[config.mk]
export PLATFORM = sky130hd
export DESIGN_NAME = spim_apb_cfg
export DESIGN_NICKNAME = d
export VERILOG_FILES = /design/src/design/spim_cfg_pkg.sv /design/src/design/spim_apb_cfg.sv /design/src/design/spim_apb_readback.sv /design/src/design/spim_cfg_regs.sv /design/src/design/spim_apb_decode.sv
export SDC_FILE = /design/constraint.sdc
export NUM_CORES = 1
export LEC_CHECK = 0
export ABC_CLOCK_PERIOD_IN_PS = 1950
export BUFFER_PORTS_ARGS = -buffer_cell sky130_fd_sc_hd__buf_4
export CORE_AREA = 2 2 97 99
export CTS_CLUSTER_SIZE = 30
export DETAILED_ROUTE_END_ITERATION = 10
export DIE_AREA = 0 0 99 101
export GPL_TIMING_DRIVEN = 0
export PLACE_DENSITY = 0.79
export SYNTH_ARGS = -nofsm -noshare
export SYNTH_HDL_FRONTEND = slang
export SYNTH_SLANG_ARGS = --single-unit
[constraint.sdc]
create_clock -name clk -period 1.95 [get_ports clk]
set_clock_uncertainty 0.1 [all_clocks]
set_input_delay 0.0975 -clock clk [delete_from_list [all_inputs] [get_ports clk]]
set_output_delay 0.0975 -clock clk [all_outputs]
set_load 0.01 [all_outputs]
[src/design/spim_cfg_pkg.sv]
package spim_cfg_pkg;

    // ----------------------------------------
    // address map
    // ----------------------------------------
    localparam logic [31:0] cfg_base_addr = 32'h4002_2000;

    localparam logic [7:0] off_tx_data    = 8'h00;
    localparam logic [7:0] off_top_ctrl   = 8'h04;
    localparam logic [7:0] off_pe_ctrl0   = 8'h08;
    localparam logic [7:0] off_trans_ctrl = 8'h10; // 0x0c is left unmapped
    localparam logic [7:0] off_int_en     = 8'h14;
    localparam logic [7:0] off_int_clr    = 8'h18;
    localparam logic [7:0] off_fifo_sta   = 8'h1c;
    localparam logic [7:0] off_int_sta    = 8'h20;
    localparam logic [7:0] off_rx_data    = 8'h24;

    localparam int fifo_lvl_w = 5;
    localparam int int_num    = 6;

    typedef logic [fifo_lvl_w-1:0] fifo_lvl_t;
    typedef logic [int_num-1:0]    int_vec_t;

    localparam fifo_lvl_t  wm_reset     = 5'd8;
    localparam logic [7:0] clkdiv_reset = 8'd1;

    // one select bit per kept register, in address order
    typedef enum int unsigned {
        sel_tx_data,
        sel_top_ctrl,
        sel_pe_ctrl0,
        sel_trans_ctrl,
        sel_int_en,
        sel_int_clr,
        sel_fifo_sta,
        sel_int_sta,
        sel_rx_data
    } reg_idx_e;

    localparam int reg_num = 9;

    typedef logic [reg_num-1:0] reg_sel_t;

    localparam logic [7:0] reg_off [reg_num] = '{
        off_tx_data, off_top_ctrl, off_pe_ctrl0, off_trans_ctrl, off_int_en,
        off_int_clr, off_fifo_sta, off_int_sta, off_rx_data
    };

    // ----------------------------------------
    // register layouts
    // ----------------------------------------
    typedef struct packed {
        logic [2:0] rsvd_31;
        fifo_lvl_t  tx_fifo_wm;
        logic [2:0] rsvd_23;
        fifo_lvl_t  rx_fifo_wm;
        logic [3:0] rsvd_15;
        logic       tx_fifo_clr;
        logic       rx_fifo_clr;
        logic       rsvd_9;
        logic       trans_logic_clr;
        logic [5:0] rsvd_7;
        logic       trans_enable;
        logic       update;
    } top_ctrl_t;

    typedef struct packed {
        logic [7:0]  clkdiv;
        logic [1:0]  mode;
        logic        tm;
        logic        fm_en;
        logic        txm;
        logic        rxm;
        logic [17:0] rsvd_17;
    } pe_ctrl0_t;

    typedef struct packed {
        logic [11:0] rsvd_31;
        logic        rx_msblsb;
        logic        tx_msblsb;
        logic        pause_continue; // command pulse, not stored
        logic        pause_enable;
        logic [7:0]  tx_num;
        logic [7:0]  trans_num;
    } trans_ctrl_t;

    typedef struct packed {
        logic [18:0] rsvd_31;
        fifo_lvl_t   tx_fifo_num;
        logic [2:0]  rsvd_7;
        fifo_lvl_t   rx_fifo_num;
    } fifo_sta_t;

    // the same write word seen through each register layout
    typedef union packed {
        logic [31:0] raw;
        top_ctrl_t   top;
        pe_ctrl0_t   pe0;
        trans_ctrl_t trans;
    } cfg_word_u;

    // ----------------------------------------
    // bundles at the block boundary
    // ----------------------------------------
    typedef struct packed {
        logic        psel;
        logic        penable;
        logic        pwrite;
        logic [31:0] paddr;
        logic [31:0] pwdata;
    } apb_req_t;

    typedef struct packed {
        logic [7:0] tx_data;
        fifo_lvl_t  tx_fifo_wm;
        fifo_lvl_t  rx_fifo_wm;
        logic [7:0] clkdiv;
        logic [1:0] mode;
        logic       tm;
        logic       fm_en;
        logic       txm;
        logic       rxm;
        logic       rx_msblsb;
        logic       tx_msblsb;
        logic       pause_enable;
        logic [7:0] tx_num;
        logic [7:0] trans_num;
        int_vec_t   int_en;
    } spim_cfg_t;

    typedef struct packed {
        logic     tx_fifo_clr;
        logic     rx_fifo_clr;
        logic     trans_logic_clr;
        logic     trans_enable;
        logic     update;
        logic     pause_continue;
        int_vec_t int_clr;
    } spim_cmd_t;

    typedef struct packed {
        fifo_lvl_t  tx_fifo_num;
        fifo_lvl_t  rx_fifo_num;
        int_vec_t   int_sta;
        logic [7:0] rx_data;
    } spim_status_t;

endpackage
[src/design/spim_apb_cfg.sv]
module spim_apb_cfg import spim_cfg_pkg::*; (
    input  logic         clk,
    input  logic         rst_n,
    input  apb_req_t     apb,
    input  spim_status_t status,
    output logic [31:0]  prdata,
    output spim_cfg_t    cfg,
    output spim_cmd_t    cmd,
    output logic         tx_data_wr,
    output logic         rx_data_rd
);

    reg_sel_t wr_sel;
    reg_sel_t rd_sel;

    // ----------------------------------------
    // bus decode
    // ----------------------------------------
    spim_apb_decode u_decode (
        .apb    (apb),
        .wr_sel (wr_sel),
        .rd_sel (rd_sel)
    );

    // ----------------------------------------
    // configuration and command registers
    // ----------------------------------------
    spim_cfg_regs u_regs (
        .clk    (clk),
        .rst_n  (rst_n),
        .wr_sel (wr_sel),
        .pwdata (apb.pwdata), // decoded per register through the union views
        .cfg    (cfg),
        .cmd    (cmd)
    );

    // ----------------------------------------
    // read data
    // ----------------------------------------
    spim_apb_readback u_readback (
        .paddr  (apb.paddr),
        .cfg    (cfg),
        .cmd    (cmd),
        .status (status),
        .prdata (prdata)
    );

    assign tx_data_wr = wr_sel[sel_tx_data]; // access cycle of a transmit-data write
    assign rx_data_rd = rd_sel[sel_rx_data]; // setup cycle, pops the receive FIFO

endmodule

[src/design/spim_apb_readback.sv]
module spim_apb_readback import spim_cfg_pkg::*; (
    input  logic [31:0]  paddr,
    input  spim_cfg_t    cfg,
    input  spim_cmd_t    cmd,
    input  spim_status_t status,
    output logic [31:0]  prdata
);

    top_ctrl_t   top_img;
    pe_ctrl0_t   pe0_img;
    trans_ctrl_t trans_img;
    fifo_sta_t   fifo_img;

    // ----------------------------------------
    // register images, reserved bits zero
    // ----------------------------------------
    always_comb begin
        top_img                 = '0;
        top_img.tx_fifo_wm      = cfg.tx_fifo_wm;
        top_img.rx_fifo_wm      = cfg.rx_fifo_wm;
        top_img.tx_fifo_clr     = cmd.tx_fifo_clr; // clear bits show the live pulse
        top_img.rx_fifo_clr     = cmd.rx_fifo_clr;
        top_img.trans_logic_clr = cmd.trans_logic_clr;
        top_img.trans_enable    = cmd.trans_enable;
        top_img.update          = cmd.update;
    end

    always_comb begin
        pe0_img        = '0;
        pe0_img.clkdiv = cfg.clkdiv;
        pe0_img.mode   = cfg.mode;
        pe0_img.tm     = cfg.tm;
        pe0_img.fm_en  = cfg.fm_en;
        pe0_img.txm    = cfg.txm;
        pe0_img.rxm    = cfg.rxm;
    end

    always_comb begin
        trans_img                = '0;
        trans_img.rx_msblsb      = cfg.rx_msblsb;
        trans_img.tx_msblsb      = cfg.tx_msblsb;
        trans_img.pause_continue = cmd.pause_continue;
        trans_img.pause_enable   = cfg.pause_enable;
        trans_img.tx_num         = cfg.tx_num;
        trans_img.trans_num      = cfg.trans_num;
    end

    always_comb begin
        fifo_img             = '0;
        fifo_img.tx_fifo_num = status.tx_fifo_num;
        fifo_img.rx_fifo_num = status.rx_fifo_num;
    end

    // ----------------------------------------
    // read mux
    // ----------------------------------------
    always_comb begin
        case (paddr)
            cfg_base_addr + 32'(off_tx_data):    prdata = 32'h0; // write-only data port
            cfg_base_addr + 32'(off_top_ctrl):   prdata = top_img;
            cfg_base_addr + 32'(off_pe_ctrl0):   prdata = pe0_img;
            cfg_base_addr + 32'(off_trans_ctrl): prdata = trans_img;
            cfg_base_addr + 32'(off_int_en):     prdata = 32'(cfg.int_en);
            cfg_base_addr + 32'(off_int_clr):    prdata = 32'(cmd.int_clr);
            cfg_base_addr + 32'(off_fifo_sta):   prdata = fifo_img;
            cfg_base_addr + 32'(off_int_sta):    prdata = 32'(status.int_sta);
            cfg_base_addr + 32'(off_rx_data):    prdata = 32'(status.rx_data);
            default:                             prdata = 32'h0;
        endcase
    end

endmodule

[src/design/spim_cfg_regs.sv]
module spim_cfg_regs import spim_cfg_pkg::*; (
    input  logic      clk,
    input  logic      rst_n,
    input  reg_sel_t  wr_sel,
    input  cfg_word_u pwdata,
    output spim_cfg_t cfg,
    output spim_cmd_t cmd
);

    // ----------------------------------------
    // persistent configuration
    // ----------------------------------------
    always_ff @(posedge clk or negedge rst_n) begin
        if (!rst_n) begin
            cfg.tx_data <= 8'h0;
        end else if (wr_sel[sel_tx_data]) begin
            cfg.tx_data <= pwdata.raw[7:0]; // seen by the datapath one cycle after tx_data_wr
        end
    end

    always_ff @(posedge clk or negedge rst_n) begin
        if (!rst_n) begin
            cfg.tx_fifo_wm <= wm_reset;
            cfg.rx_fifo_wm <= wm_reset;
        end else if (wr_sel[sel_top_ctrl]) begin
            cfg.tx_fifo_wm <= pwdata.top.tx_fifo_wm;
            cfg.rx_fifo_wm <= pwdata.top.rx_fifo_wm;
        end
    end

    always_ff @(posedge clk or negedge rst_n) begin
        if (!rst_n) begin
            cfg.clkdiv <= clkdiv_reset;
            cfg.mode   <= 2'h0;
            cfg.tm     <= 1'b0;
            cfg.fm_en  <= 1'b0;
            cfg.txm    <= 1'b0;
            cfg.rxm    <= 1'b0;
        end else if (wr_sel[sel_pe_ctrl0]) begin
            cfg.clkdiv <= pwdata.pe0.clkdiv;
            cfg.mode   <= pwdata.pe0.mode;
            cfg.tm     <= pwdata.pe0.tm;
            cfg.fm_en  <= pwdata.pe0.fm_en;
            cfg.txm    <= pwdata.pe0.txm;
            cfg.rxm    <= pwdata.pe0.rxm;
        end
    end

    always_ff @(posedge clk or negedge rst_n) begin
        if (!rst_n) begin
            cfg.rx_msblsb    <= 1'b0;
            cfg.tx_msblsb    <= 1'b0;
            cfg.pause_enable <= 1'b0;
            cfg.tx_num       <= 8'h0;
            cfg.trans_num    <= 8'h0;
        end else if (wr_sel[sel_trans_ctrl]) begin
            cfg.rx_msblsb    <= pwdata.trans.rx_msblsb;
            cfg.tx_msblsb    <= pwdata.trans.tx_msblsb;
            cfg.pause_enable <= pwdata.trans.pause_enable;
            cfg.tx_num       <= pwdata.trans.tx_num;
            cfg.trans_num    <= pwdata.trans.trans_num;
        end
    end

    always_ff @(posedge clk or negedge rst_n) begin
        if (!rst_n) begin
            cfg.int_en <= '0;
        end else if (wr_sel[sel_int_en]) begin
            cfg.int_en <= pwdata.raw[int_num-1:0];
        end
    end

    // ----------------------------------------
    // command pulses
    // ----------------------------------------
    // a pulse follows its write bit for one cycle and drops on any other cycle
    always_ff @(posedge clk or negedge rst_n) begin
        if (!rst_n) begin
            cmd <= '0;
        end else begin
            cmd <= '0;
            if (wr_sel[sel_top_ctrl]) begin
                cmd.tx_fifo_clr     <= pwdata.top.tx_fifo_clr;
                cmd.rx_fifo_clr     <= pwdata.top.rx_fifo_clr;
                cmd.trans_logic_clr <= pwdata.top.trans_logic_clr;
                cmd.trans_enable    <= pwdata.top.trans_enable;
                cmd.update          <= pwdata.top.update;
            end
            if (wr_sel[sel_trans_ctrl]) begin
                cmd.pause_continue <= pwdata.trans.pause_continue;
            end
            if (wr_sel[sel_int_clr]) begin
                cmd.int_clr <= pwdata.raw[int_num-1:0];
            end
        end
    end

    // back-to-back writes still cannot stretch a pulse, since the APB access
    // phase of one write is never followed directly by the access phase of the next
    assert property (@(posedge clk) disable iff (!rst_n) ~|(cmd & $past(cmd)))
        else $error("command pulse held for two cycles");

endmodule

[src/design/spim_apb_decode.sv]
module spim_apb_decode import spim_cfg_pkg::*; (
    input  apb_req_t apb,
    output reg_sel_t wr_sel,
    output reg_sel_t rd_sel
);

    logic     wr_phase;
    logic     rd_phase;
    reg_sel_t addr_hit;

    // ----------------------------------------
    // phase qualification
    // ----------------------------------------
    assign wr_phase = apb.psel & apb.penable & apb.pwrite; // access phase of a write
    assign rd_phase = apb.psel & ~apb.penable & ~apb.pwrite; // setup phase of a read

    // ----------------------------------------
    // address match
    // ----------------------------------------
    always_comb begin
        for (int i = 0; i < reg_num; i++) begin
            addr_hit[i] = (apb.paddr == cfg_base_addr + 32'(reg_off[i]));
        end
    end

    assign wr_sel = wr_phase ? addr_hit : '0;
    assign rd_sel = rd_phase ? addr_hit : '0;

    // each value is checked when the bus next changes, so a stable select is seen once
    assert property (@(apb) $onehot0(wr_sel) && $onehot0(rd_sel))
        else $error("register select is not one-hot");

endmodule

## Yosys cells after proc, flatten, opt, wreduce, memory -nomap -nowiden

Cells that the tools add are included.

- Flip-flop bits (word level): 69
- Memories kept: 0
- Word-level logic and storage cells: 43
- Input bits: 93
- ROM bits: 0
- Output and inout bits: 103
- Bits in latches: 0
- Bits in writable memories: 0

- Shift operators: 0
- Magnitude comparators: 0
- Reductions and logical operators: 0
- Equality and inequality tests: 9
- Multipliers: 0
- Add/subtract/negate cells: 0
- Divide/modulo/power cells: 0
- Bitwise gates (word level): 6
- Multiplexer cells: 6

Operators by type and width:

| cell | count |
|---|---|
| $eq A32 B31 Y1 const B | 9 |
| $pmux W32 S8 | 1 |
| $mux W6 | 2 |
| $mux W9 | 1 |
| $mux W5 | 1 |
| $and A1 B1 Y1 | 4 |
| $not A1 Y1 | 2 |
| $mux W1 | 1 |

## Longest topological paths before layout

- Depth in word-level cells: 4
- Mapped depth: 6
- Depth with buffers taken out: 4

## Modules after synthesis

Synthesis repeated with hierarchy kept, for this count alone.

- Cell total of the unflattened synthesis: 299
- Area, all modules: 3759.9 um2

By module, submodules not included:

| module | sequential area each (um2) | area an instance (um2) | cells an instance | instances |
|---|---|---|---|---|
| spim_cfg_regs | 1730.4 | 2528.7 | 145 | 1 |
| spim_apb_readback | 0.0 | 863.3 | 108 | 1 |
| spim_apb_decode | 0.0 | 367.9 | 46 | 1 |

## Worst setup path after synthesis

Ideal clock, no wire load.

- Path type: in2reg
- From: input apb[34] (netlist name)
- To: register u_regs.cfg[32] (netlist name)
- Data arrival time: 1763 ps
- Data required time: 1725 ps
- Cell stages on the path: 6
- Buffers on the path: 2
- Library setup time: 125 ps
- Slack: -38 ps
- Cell sequence: buf_2 -> nor4b_4 -> inv_2 -> nor4_4 -> buf_4 -> mux2_2

- Cells in the longest elaborated chain, start to end: 2

Ends and longest elaborated chain:

| what | line | source |
|---|---|---|
| from (decl) | spim_apb_cfg.sv:4 | `input apb_req_t apb,` |
| $eq A32 B31 Y1 | spim_apb_decode.sv:22 | `addr_hit[i] = (apb.paddr == cfg_base_addr + 32'(reg_off[i]));` |
| $mux W6 | spim_apb_decode.sv:26 | `assign wr_sel = wr_phase ? addr_hit : '0;` |

No other way between the ends.
A chain may end at the register's enable or synchronous reset.

## Worst setup path after layout

- From: input apb[44] (netlist name)
- To: register u_regs.cfg[53] (netlist name)

- Cells in the longest elaborated chain, start to end: 2

Ends and longest elaborated chain:

| what | line |
|---|---|
| $eq A32 B31 Y1 | spim_apb_decode.sv:22 |
| $mux W6 | spim_apb_decode.sv:26 |

No other way between the ends.

==> results.yml <==
power:
  intPower_w: 0.00231
  p_sw_w: 0.000661
  pwr_density_cell_nw_per_um2: 515
  peakVddDrop_v: 0.000303
  power.leakage_nw: 2.97
  swShare_pct: 22.2
  sequentialPowerShare_pct: 48.1
  power.share.clock_pct: 41.3
  comb_power_share_pct: 10.6
global_routing:
  grt_pass1_wl_um: 18300
  grt_max_degree: 70
  grt_pass1_vias: 3449
  grt_overflow_total: 0
  antenna_found_initial: 0
  grtUsageTotal_pct: 23.7
run_status:
  status: "complete, no violations"
timing:
  finalWorstSetupSlack_ps: 80.2
  finalMaxSlewViolations: 0
  max_freq_ghz: 0.535
  finalSetupTns_ps: 0
  period_minus_slack_ps: 1870
  tightest_slew_ps: 879
  hold_viol: 0
  fin_crit_sh_pct: 95.9
  whs_ps: 221
  setup_violations: 0
  max-slew-margin-rel_pct: 41.4
  rsz0062_at_grt: "false"
synthesis:
  synth_area_leader_cell: "dfrtp_1"
  synthArstFlopShare_pct: 100
  ys_seq_area_share_pct: 49.8
  ys_seq_elements: 69
  synth_warnings: 0
  synth-main-ff-cell: "dfrtp_1"
  netlist.area_leader.share_pct: 47.5
  avgSynthCellArea_um2: 13.0
  synth.cell_area_um2: 3480
  syn_inst: 268
  synth_edf_count: 0
  ys_top_cells_by_count: "dfrtp_1, mux2_2, a22oi_1, and2_1, nor2_1"
  synthTopCellsByArea: "dfrtp_1, mux2_2, a22oi_1"
  yosysUniqueCellTypes: 40
  yosysMostFrequentCell: "dfrtp_1"
  syn_nets: 361
floorplan:
  io_pins: 196
  initial_utilization_pct: 38.7
  rows: 35
  die_h_um: 101
  core_area_um2: 8980
  die_w_um: 99
  dieArea_um2: 10000
clocking:
  cts_root_buf: "clkbuf_8"
  clock_latency_ps: 320
  cts-htree-levels: 3
  cts_buffers: 9
  clock-sinks: 69
  cts_tree: "yes"
  cts_buffer_depth: 2
  clkTransAtPathRegs_ps: 70
drt:
  via_per_inst: 5.34
  drc_errors: 0
  antenna_left: 0
  wl_per_cell_um: 19.3
  vias: 3365
  first_pass_iters: 4
  drt_iter0_markers: 128
  wl_um: 12100
placed_design:
  post_dp_cell_area_um2: 5070
  gp_congestion: 0.777
  dpl_worst_slack_ps: -709
  port_buffers: 194
  hpwl_um: 8410
critical_path:
  worstSetupPathType: "in -> reg"
  cp_data_arrival_time_ps: 1980
  required_ps: 2060
  critical_path.max_fanout: 10
  r2r_slack_ps: 1010
  crit_path_start_kind: "primary input"
  end_kind: "flop"
cells_and_area:
  final_area_um2: 5770
  nets: 607
  diodes: 0
  synthToLayoutAreaGrowth_pct: 66.0
  post-route-util_pct: 64.3
  drive_above_1_share_pct: 58.4
run:
  maxCapViolCount: 0
hold_path:
  hold_class: "in -> reg"
==> worst max-delay path, cell delays in order <==
cell and delay [ps]:
buf_4 110, nor4_2 340, nand2_1 170, buf_4 230, or4_4 540, buf_6 170, mux2_4 310
==> state kept, by name, indices dropped and copies added, names as in the netlist <==
name and flops:
u_regs.cfg 57, u_regs.cmd 12
==> kinds of logic (layout without fill, tap and decap cells) <==
family | count (synthesis) | in the layout | synth area share (%)
simple gates | 79 | 79 | 17.7
flops | 69 | 69 | 49.8
mux | 59 | 59 | 19.9
compound gates | 46 | 46 | 10.3
buf+inv | 15 | 266 | 2.34
==> timing repair <==
item                                   in CTS  in global routing
hold buffers                               33                  0
endpoints found under the hold margin     135                  0
buffers inserted                            6                  3
pin swaps                                   3                  3
gates resized for setup                    14                  6
setup endpoints to repair                  78                 54
==> power groups by stage <==
stage / logic (W) / clock network (W) / registers, W
2_1_floorplan: 0.0000421 / 0 / 0.00146
3_3_place_gp: 0.000242 / 0 / 0.00146
3_5_place_dp: 0.000249 / 0 / 0.00146
4_1_cts: 0.000312 / 0.00126 / 0.00143
5_1_grt: 0.000339 / 0.00131 / 0.00143
6_report: 0.000315 / 0.00123 / 0.00143
==> stage by stage <==
step | power [W] | cells
6_report | 0.00297 | 630
5_1_grt | 0.00308 | 630
4_1_cts | 0.00300 | 627
3_5_place_dp | 0.00171 | 573
3_3_place_gp | 0.00170 | 573
2_1_floorplan | 0.00150 | 268
==> final timing paths <==
path / end / cells after the start / from
worst max-delay path: u_regs.cfg[53] / 7 / apb[44]
worst min-delay path: u_regs.cmd[3] / 5 / apb[32]
worst max register to register: u_regs.cfg[25] / 1 / u_regs.cfg[25]
worst min register to register: u_regs.cfg[29] / 1 / u_regs.cfg[29]
max in group asynchronous: u_regs.cfg[34] / 2 / rst_n
min in group asynchronous: u_regs.cfg[51] / 2 / rst_n
==> cell type report <==
type / instances / area [µm²]
Timing Repair Buffer: 236 / 1880
Tap cell: 111 / 139
Buffer: 13 / 87.6
Sequential cell: 69 / 1730
Multi-Input combinational cell: 184 / 1720
Inverter: 1 / 3.75
Clock inverter: 3 / 42.5
Clock buffer: 13 / 169
Fill cell: 677 / 3200
==> routing by layer <==
| layer | up-vias | part of all wire (%) | track usage (%) |
|---|---|---|---|
| met4 | 0 | 1.2 | 8.54 |
| met1 | 1672 | 40 | 29.5 |
| met5 | - | 0 | 0 |
| li1 | 1529 | - | - |
| met2 | 154 | 52 | 41.3 |
| met3 | 10 | 7.1 | 4.44 |
==> layout by cell type, fill, tap and decap left out, types with 2 or more instances in the layout <==
master / n
and2_1: 15
a221oi_1: 3
buf_6: 2
nor2_1: 14
nor4b_4: 3
clkbuf_2: 2
buf_4: 204
dfrtp_1: 66
buf_12: 2
o22ai_1: 9
nor4_2: 5
nand3_1: 4
a32o_1: 4
nor3_1: 2
o2bb2ai_1: 2
a222oi_1: 2
clkbuf_1: 3
clkbuf_8: 12
clkbuf_4: 2
o21a_1: 2
and3_1: 9
a22oi_1: 19
mux2_4: 8
dlygate4sd3_1: 33
nor4_4: 7
mux2_2: 38
nand2_1: 7
buf_2: 2
mux2i_1: 2
a22o_1: 4
mux2_1: 11
dfstp_2: 3
(Power assumes the default switching activity.)
